## config.mk

```make
export PLATFORM = sky130hd
export DESIGN_NAME = channel_mux_top
export DESIGN_NICKNAME = d
export VERILOG_FILES = /design/src/rtl/chan_mux_pkg.sv /design/src/rtl/select_map.sv /design/src/rtl/channel_slice.sv /design/src/rtl/output_blanker.sv /design/src/rtl/channel_mux_top.sv
export SDC_FILE = /design/constraint.sdc
export NUM_CORES = 1
export LEC_CHECK = 0
export BUFFER_PORTS_ARGS = -buffer_cell sky130_fd_sc_hd__clkbuf_2
export CORE_AREA = 2 2 413 415
export DETAILED_ROUTE_END_ITERATION = 12
export DIE_AREA = 0 0 415 417
export PLACE_DENSITY_LB_ADDON = 0.12
export SLEW_MARGIN = 20
export SYNTH_ARGS = -nofsm -noshare
export SYNTH_HDL_FRONTEND = slang
export SYNTH_SLANG_ARGS = --single-unit
```

## constraint.sdc

```tcl
create_clock -name clk -period 2.2 [get_ports clk]
set_input_delay 0.44 -clock clk [delete_from_list [all_inputs] [get_ports clk]]
set_output_delay 0.44 -clock clk [all_outputs]
set_load 0.03 [all_outputs]
```

## src/rtl/chan_mux_pkg.sv

```systemverilog
// channel mux shared definitions
// stream sizes, switch-over blanking length and the layout of the
// configuration word, which is read either as a map or as a broadcast

package chan_mux_pkg;

  // ------------------------------------------------------------
  // stream sizes
  // ------------------------------------------------------------
  localparam int parallel_samples = 4;
  localparam int sample_width = 16;
  localparam int word_width = parallel_samples * sample_width;

  localparam int input_channels = 8;
  localparam int output_channels = 8;
  localparam int select_bits = $clog2(input_channels);

  // samples dropped per changed output, also the config hold-off
  localparam int blank_cycles = 2;
  localparam int blank_count_width = $clog2(blank_cycles + 1);

  // ------------------------------------------------------------
  // configuration word
  // ------------------------------------------------------------
  localparam int cfg_width = 1 + output_channels * select_bits;
  localparam int cfg_pad_bits = cfg_width - 1 - select_bits;

  // one source field per output, output n at bits 3n+2..3n
  typedef struct packed {
    logic broadcast;
    logic [output_channels*select_bits-1:0] sources;
  } cfg_map_t;

  // single source copied to every output
  typedef struct packed {
    logic broadcast;
    logic [cfg_pad_bits-1:0] unused;
    logic [select_bits-1:0] source;
  } cfg_bcast_t;

  // top bit picks the view
  typedef union packed {
    cfg_map_t map;
    cfg_bcast_t bcast;
  } cfg_word_t;

endpackage

```

## src/rtl/select_map.sv

```systemverilog
// source select map
// takes configuration words over a valid/ready port, decodes the map or
// broadcast view into per-output selects and flags outputs that changed

`timescale 1ns/10ps

module select_map import chan_mux_pkg::*; (
  input  logic                                   clk,
  input  logic                                   reset,
  input  logic [cfg_width-1:0]                   config_data,
  input  logic                                   config_valid,
  output logic                                   config_ready,
  output logic [output_channels*select_bits-1:0] select,
  output logic [output_channels-1:0]             select_changed
);

  cfg_word_t cfg;
  logic accept;
  logic [blank_count_width-1:0] holdoff;
  logic [output_channels*select_bits-1:0] next_select;
  logic [output_channels-1:0] differs;

  assign cfg = cfg_word_t'(config_data);

  // ready returns once the hold-off has run out
  assign config_ready = (holdoff == '0);
  assign accept = config_valid && config_ready;

  // ------------------------------------------------------------
  // decode
  // ------------------------------------------------------------
  always_comb begin
    for (int n = 0; n < output_channels; n++) begin
      if (cfg.map.broadcast) begin
        next_select[n*select_bits +: select_bits] = cfg.bcast.source;
      end else begin
        next_select[n*select_bits +: select_bits] =
          cfg.map.sources[n*select_bits +: select_bits];
      end
    end
  end

  // outputs whose source really moves
  always_comb begin
    for (int n = 0; n < output_channels; n++) begin
      differs[n] = (next_select[n*select_bits +: select_bits] !=
                    select[n*select_bits +: select_bits]);
    end
  end

  // ------------------------------------------------------------
  // select registers and hold-off
  // ------------------------------------------------------------
  always_ff @(posedge clk) begin
    if (reset) begin
      select <= '0;
      select_changed <= '0;
      holdoff <= '0;
    end else begin
      // one-cycle pulse, seen by the blanker after the handshake edge
      if (accept) begin
        select_changed <= differs;
      end else begin
        select_changed <= '0;
      end

      if (accept) begin
        select <= next_select;
        holdoff <= blank_count_width'(blank_cycles);
      end else if (holdoff != '0) begin
        holdoff <= holdoff - 1'b1;
      end
    end
  end

endmodule

```

## src/rtl/channel_slice.sv

```systemverilog
// one output channel slice
// picks the selected input word and valid bit and registers them

`timescale 1ns/10ps

module channel_slice import chan_mux_pkg::*; (
  input  logic                                clk,
  input  logic                                reset,
  input  logic [input_channels*word_width-1:0] data_in,
  input  logic [input_channels-1:0]           data_in_valid,
  input  logic [select_bits-1:0]              source,
  output logic [word_width-1:0]               slice_data,
  output logic                                slice_valid
);

  logic [word_width-1:0] picked_data;
  logic picked_valid;

  // ------------------------------------------------------------
  // input selector
  // ------------------------------------------------------------
  always_comb begin
    picked_data = data_in[source*word_width +: word_width];
    picked_valid = data_in_valid[source];
  end

  // ------------------------------------------------------------
  // register stage
  // ------------------------------------------------------------
  always_ff @(posedge clk) begin
    if (reset) begin
      slice_valid <= 1'b0;
    end else begin
      slice_valid <= picked_valid;
    end
  end

  // payload register
  always_ff @(posedge clk) begin
    slice_data <= picked_data;
  end

endmodule

```

## src/rtl/output_blanker.sv

```systemverilog
// output blanker
// masks valid on outputs whose source just changed, for a fixed number
// of samples, and holds the final output register

`timescale 1ns/10ps

module output_blanker import chan_mux_pkg::*; (
  input  logic                                 clk,
  input  logic                                 reset,
  input  logic [output_channels*word_width-1:0] slice_data,
  input  logic [output_channels-1:0]           slice_valid,
  input  logic [output_channels-1:0]           select_changed,
  output logic [output_channels*word_width-1:0] data_out,
  output logic [output_channels-1:0]           data_out_valid
);

  logic [blank_count_width-1:0] blank_count [output_channels];
  logic [output_channels-1:0] blanking;

  always_comb begin
    for (int n = 0; n < output_channels; n++) begin
      blanking[n] = (blank_count[n] != '0);
    end
  end

  // ------------------------------------------------------------
  // blanking counters
  // ------------------------------------------------------------
  // the pulse arrives while the old-source sample is still in the
  // slice, so the count covers the next two samples only
  always_ff @(posedge clk) begin
    if (reset) begin
      for (int n = 0; n < output_channels; n++) begin
        blank_count[n] <= '0;
      end
    end else begin
      for (int n = 0; n < output_channels; n++) begin
        if (select_changed[n]) begin
          blank_count[n] <= blank_count_width'(blank_cycles);
        end else if (blanking[n]) begin
          blank_count[n] <= blank_count[n] - 1'b1;
        end
      end
    end
  end

  // ------------------------------------------------------------
  // output register
  // ------------------------------------------------------------
  always_ff @(posedge clk) begin
    if (reset) begin
      data_out_valid <= '0;
    end else begin
      data_out_valid <= slice_valid & ~blanking;
    end
  end

  // data passes through even while blanked
  always_ff @(posedge clk) begin
    data_out <= slice_data;
  end

endmodule

```

## src/rtl/channel_mux_top.sv

```systemverilog
// real-time channel multiplexer
// eight parallel-sample inputs routed to eight outputs through a select
// map written over a valid/ready configuration port

`timescale 1ns/10ps

module channel_mux_top import chan_mux_pkg::*; (
  input  logic                                  clk,
  input  logic                                  reset,
  input  logic [input_channels*word_width-1:0]  data_in,
  input  logic [input_channels-1:0]             data_in_valid,
  input  logic [cfg_width-1:0]                  config_data,
  input  logic                                  config_valid,
  output logic                                  config_ready,
  output logic [output_channels*word_width-1:0] data_out,
  output logic [output_channels-1:0]            data_out_valid
);

  logic [output_channels*select_bits-1:0] select;
  logic [output_channels-1:0] select_changed;
  logic [output_channels*word_width-1:0] slice_data;
  logic [output_channels-1:0] slice_valid;

  // ------------------------------------------------------------
  // configuration
  // ------------------------------------------------------------
  select_map select_map0 (
    .clk            (clk),
    .reset          (reset),
    .config_data    (config_data),
    .config_valid   (config_valid),
    .config_ready   (config_ready),
    .select         (select),
    .select_changed (select_changed)
  );

  // one slice per output
  for (genvar g = 0; g < output_channels; g++) begin : slice_gen
    channel_slice slice0 (
      .clk           (clk),
      .reset         (reset),
      .data_in       (data_in),
      .data_in_valid (data_in_valid),
      .source        (select[g*select_bits +: select_bits]),
      .slice_data    (slice_data[g*word_width +: word_width]),
      .slice_valid   (slice_valid[g])
    );
  end

  // ------------------------------------------------------------
  // output stage
  // ------------------------------------------------------------
  output_blanker blanker0 (
    .clk            (clk),
    .reset          (reset),
    .slice_data     (slice_data),
    .slice_valid    (slice_valid),
    .select_changed (select_changed),
    .data_out       (data_out),
    .data_out_valid (data_out_valid)
  );

endmodule

```

# Word level (Yosys, flattened, before mapping)
# Memories as Yosys holds them, arrays and structs flattened.
# Index checks and enable logic that the tools add are counted.
# totals
ramBits	16
wordCells	188
mem_count	1
ff_bits	1074
# mem_list
name	depth	word_bits	read_ports	rd_clocked_by_memory_dff	write_ports	line_no	rtl
blanker0.blank_count	8	2	8	0	8	output_blanker.sv:17	logic [blank_count_width-1:0] blank_count [output_channels];
# op_classes
n_eq_ne	8
reduce_logical	14
n_addsub	9
bitwise	19
order_cmp	8
muxes	99
shift	8
# op_table
operator	n
512-bit by 10-bit indexed part select with 64-bit output	8
1-bit 2-to-1 mux	66
2-bit 2-to-1 mux	18
3-bit by 4-bit < comparator with 1-bit output, second input constant	8
1-bit binary-select mux with 3-bit select	8
3-bit != test	8
3-bit 2-to-1 mux	7
2-bit nonzero test	10
2-bit by 1-bit subtractor with 2-bit output, second input constant	9
1-bit bitwise OR	16
8-bit AND	1
8-bit inverter	1
2-bit OR reduction	2
2-bit logical NOT	1
1-bit logical AND	1
1-bit inverter	1

# Longest topological paths before layout
# logic_depth
word_depth	6
ltp_mapped	6

# Modules after synthesis
# From an unflattened synthesis, not the netlist that was laid out.
# hier_totals
hier_cells	3148
hier_area_um2	54405.9
# by_module_without_submodules
mod	n_inst	cells_per_inst	seq_area_each_um2	area_each_um2
channel_slice	8	301	1301.2	5193.7
output_blanker	1	609	10890.4	11354.6
select_map	1	131	680.7	1501.4

# Worst setup path before layout
# OpenSTA, ideal clock, no wires.
# synth_timing
path_type	register to register
start	register select_map0.select[21]
end	register slice_gen[7].slice0.slice_data[0]
arrival_ps	1561
slack_ps	519
setup_ps	121
path_stages_with_launch	6
n_path_buf	3
required_ps	2079
synth_period_minus_slack_ps	1681
path_cell_list	dfxtp_1 > clkbuf_1 > buf_6 > buf_6 > mux4_2 > mux2_2
# synth_between
elab_chain_len	1
# synth_lines
item	line_no	rtl
from (decl)	select_map.sv:13	output logic [output_channels*select_bits-1:0] select,
from (signal assigned)	select_map.sv:68	select <= next_select;
512-bit by 10-bit indexed part select with 64-bit output	channel_slice.sv:23	picked_data = data_in[source*word_width +: word_width];
via slice_gen[7].slice0.picked_data[0]	channel_slice.sv:16	logic [word_width-1:0] picked_data;
to (signal assigned)	channel_slice.sv:40	slice_data <= picked_data;
to (decl)	channel_slice.sv:12	output logic [word_width-1:0] slice_data,
# The timed path passes the listed nets, and every way through them passes these cells.
# A chain may end at the register's enable or synchronous reset.

# Worst setup path after layout
# layout_timing
start	register select_map0.holdoff[1]
end	output port config_ready
# layout_between
elab_chain_len	1
# layout_lines
item	line_no	rtl
from (decl)	select_map.sv:19	logic [blank_count_width-1:0] holdoff;
from (signal assigned)	select_map.sv:69	holdoff <= blank_count_width'(blank_cycles);
from (signal assigned)	select_map.sv:71	holdoff <= holdoff - 1'b1;
2-bit logical NOT	select_map.sv:26	assign config_ready = (holdoff == '0);
to (decl)	channel_mux_top.sv:14	output logic config_ready,
# No other way between the ends.

==> out/results.ini <==
[critical_path]
endpoint = config_ready
critical_path_class = reg2out
cp_data_arrival_time_ps = 1610
crit_cells = 2
r2r_slack_ps = 340
r2r-end = slice_gen[4].slice0.slice_data[16]
rr_worst_depth = 3
critPathTopFamily = flip-flops
cp-startpoint = select_map0.holdoff[1]
crit_fanout = 5
end_kind = output port
crit_buf_inv = 1
cpPeakStageDelay_ps = 340
cp.required_ps = 1760
r2r_start = select_map0.select[12]
worstPathCellList = nor2_1 -> clkbuf_2
cpMaxStageDelayCell = dfxtp_1
cp-start-kind = register

[timing]
relSlewSlack_pct = 56.58
clock.fmax_mhz = 488.3
finClkSkew_ps = 23.37
finalSetupViolations = 0
fin_crit_sh_pct = 93.09
fin_tns_setup_ps = 0
rsz0062_at_grt = false
drv_slew = 0
min_period_ps = 2048
hold_viol = 0
worst_pin_slew_ps = 651.2

[floorplanning]
core_um2 = 168500
initial_core_util_pct = 32.24
num_rows = 151
die-area_um2 = 173100
boundaryPins = 1069
die_width_um = 415
die_y_um = 417

[cts]
insertion_delay_ps = 780
numCtsBuffers = 134
ctsRootBufferMaster = clkbuf_16
cts.path.max_buffers = 3
cts_tree = yes
clk_pin_slew_worst_paths_ps = 60
postCtsSetupBuffers = 0
cts_sinks = 1090
h-tree-depth = 4

[synth]
syn_area_um2 = 54340
synth_edf_count = 16
synth_seq_cells = 1090
synthTopCellsByArea = mux4_2, dfxtp_1, mux2_2
avgSynthCellArea_um2 = 17.31
synth_cells = 3139
yosysSeqAreaShare_pct = 40.45
ys_async_sr_fraction_pct = 0
yosysWarnings = 0
syn_nets = 3695
synth_top_area_share_pct = 43.10
synth_area_leader_cell = mux4_2
synth_cell_types = 24
ys.flop_type = dfxtp_1

[placement]
hpwl_um = 155300
port_buffers = 1068
placed_cells = 6273
gp_congestion = 0.8516

[route]
wl_met2_um = 114000
highest_layer = met5
wl_met1_um = 86770
first_iter_violations = 3202
via_per_inst = 5.833
drc = 0
wl_per_cell_um = 33.98
drt_pre_antenna_iters = 5
dr_wl_met3_um = 12980
routed_wl_um = 222100
antenna_left = 0
vias = 38132

[run_status]
status = finished clean

[layout]
fin_cells = 6537
drive_gt1_share_pct = 70.61
syn_to_final_growth_pct = 24.56
nNetsFinal = 4750

[grt]
grt_max_degree = 66
grt-ovfl-total = 0
grt_pass1_vias = 38913
track_usage_pct = 25.06
antenna_found_initial = 38
grt_pass1_wl_um = 310500

[hold_path]
hold_path.class = in2reg

[pwr]
max-vdd-ir-drop_mv = 0.7478
power.leakage_nw = 25.07
powerDensity_nw_per_um2 = 931.6

[run]
cap_violations = 0

## registers in the layout, summed over array words and instances, names as in the netlist
register	cells
blanker0.blank_count	16
slice_gen.slice0.slice_valid	8
select_map0.select_changed	8
select_map0.select	24
blanker0.data_out	512
select_map0.holdoff	2
slice_gen.slice0.slice_data	512
blanker0.data_out_valid	8
## Yosys cell counts, types with 8 or more instances
master     instances
ha_1               8
buf_1             23
dfxtp_1         1074
o2bb2ai_1         21
buf_2             89
inv_1             16
xor2_1            21
clkbuf_1         128
mux2_2           512
nor4_1             8
a31oi_1            8
mux2i_1           29
buf_6             79
mux4_2          1040
edfxtp_1          16
nor2_1            37
## where the power goes
group	total, mW	internal (mW)	switching, mW	leakage, nW
sequential	24.9	23.2	1.69	9.25
combinational	15.8	6.94	8.91	13.6
clock	22.4	13.3	9.05	2.19
## layout make-up
cell class,instances,area [µm²]
diodes,28,70.07
clock buffers,191,4004
clock inverters,42,404.1
fillers,15651,100800
inverters,16,60.06
multi-input cells,1714,30400
flip-flops and latches,1090,22070
well taps,2218,2775
repair buffers,1238,7905
## cells in the final DEF, fill, tap and decap left out, drive strengths merged, types with 6 or more instances in the layout
cell type / count
mux2i: 29
inv: 18
or3b: 6
buf: 167
dfxtp: 1074
edfxtp: 16
o2bb2ai: 21
nor2: 37
nand2: 7
bufinv: 6
a31oi: 8
nor4: 8
ha: 8
diode: 28
xor2: 21
mux4: 1040
clkbuf: 1259
mux2: 512
clkinv: 31
## worst register-to-register path, cell delays in order (launching register included)
cell     delay, ps
dfxtp_4        390
buf_12         310
mux4_2         770
mux2_2         280
## per-layer routing
metal	track usage [%]	vias up
li1	-	15191
met1	31.45	20791
met2	42.81	1822
met3	4.549	322
met4	9.780	6
met5	0	-
## cell families after synthesis
family / share of synthesized area, %
muxes: 54.25
DFF: 40.45
buffers and inverters: 3.610
and+or+nand+nor: 0.6125
AOI/OAI and AO/OA: 0.5066
xor gates and xnor gates: 0.3868
adders and majority gates: 0.1842
## metrics by stage
step | power [mW] | setup WS [ps] | hold WS, ps | util [%] | area [µm²]
6_report | 63.06 | 152.0 | 59.19 | 40.16 | 67690
5_1_grt | 65.44 | 71.96 | 26.15 | 40.16 | 67680
4_1_cts | 63.80 | 78.81 | 7.651 | 40.12 | 67620
3_5_place_dp | 41.17 | 318.5 | 312.1 | 37.49 | 63180
3_3_place_gp | 41.18 | 322.0 | 310.0 | 37.49 | 63180
2_1_floorplan | 34.76 | 518.5 | 309.6 | - | 54340
## worst min-delay path by stage
stage / startpoint / end / slack (ps) / cells past startpoint
finish: config_data[23] / select_map0.select[23] / 60 / 3
global route: config_data[23] / select_map0.select[23] / 30 / 3
CTS: config_data[23] / select_map0.select[23] / 8 / 3
detailed placement: slice_gen[0].slice0.slice_data[6] / blanker0.data_out[6] / 310 / 0
global placement: slice_gen[6].slice0.slice_data[29] / blanker0.data_out[413] / 310 / 0
floorplan: slice_gen[0].slice0.slice_data[0] / blanker0.data_out[0] / 310 / 0
## what timing repair did
action                                 4_1_cts  5_1_grt
endpoints found under the hold margin        3        0
gates resized for setup                      0        0
hold buffers                                 3        0
Power figures use the tool's default switching activity.
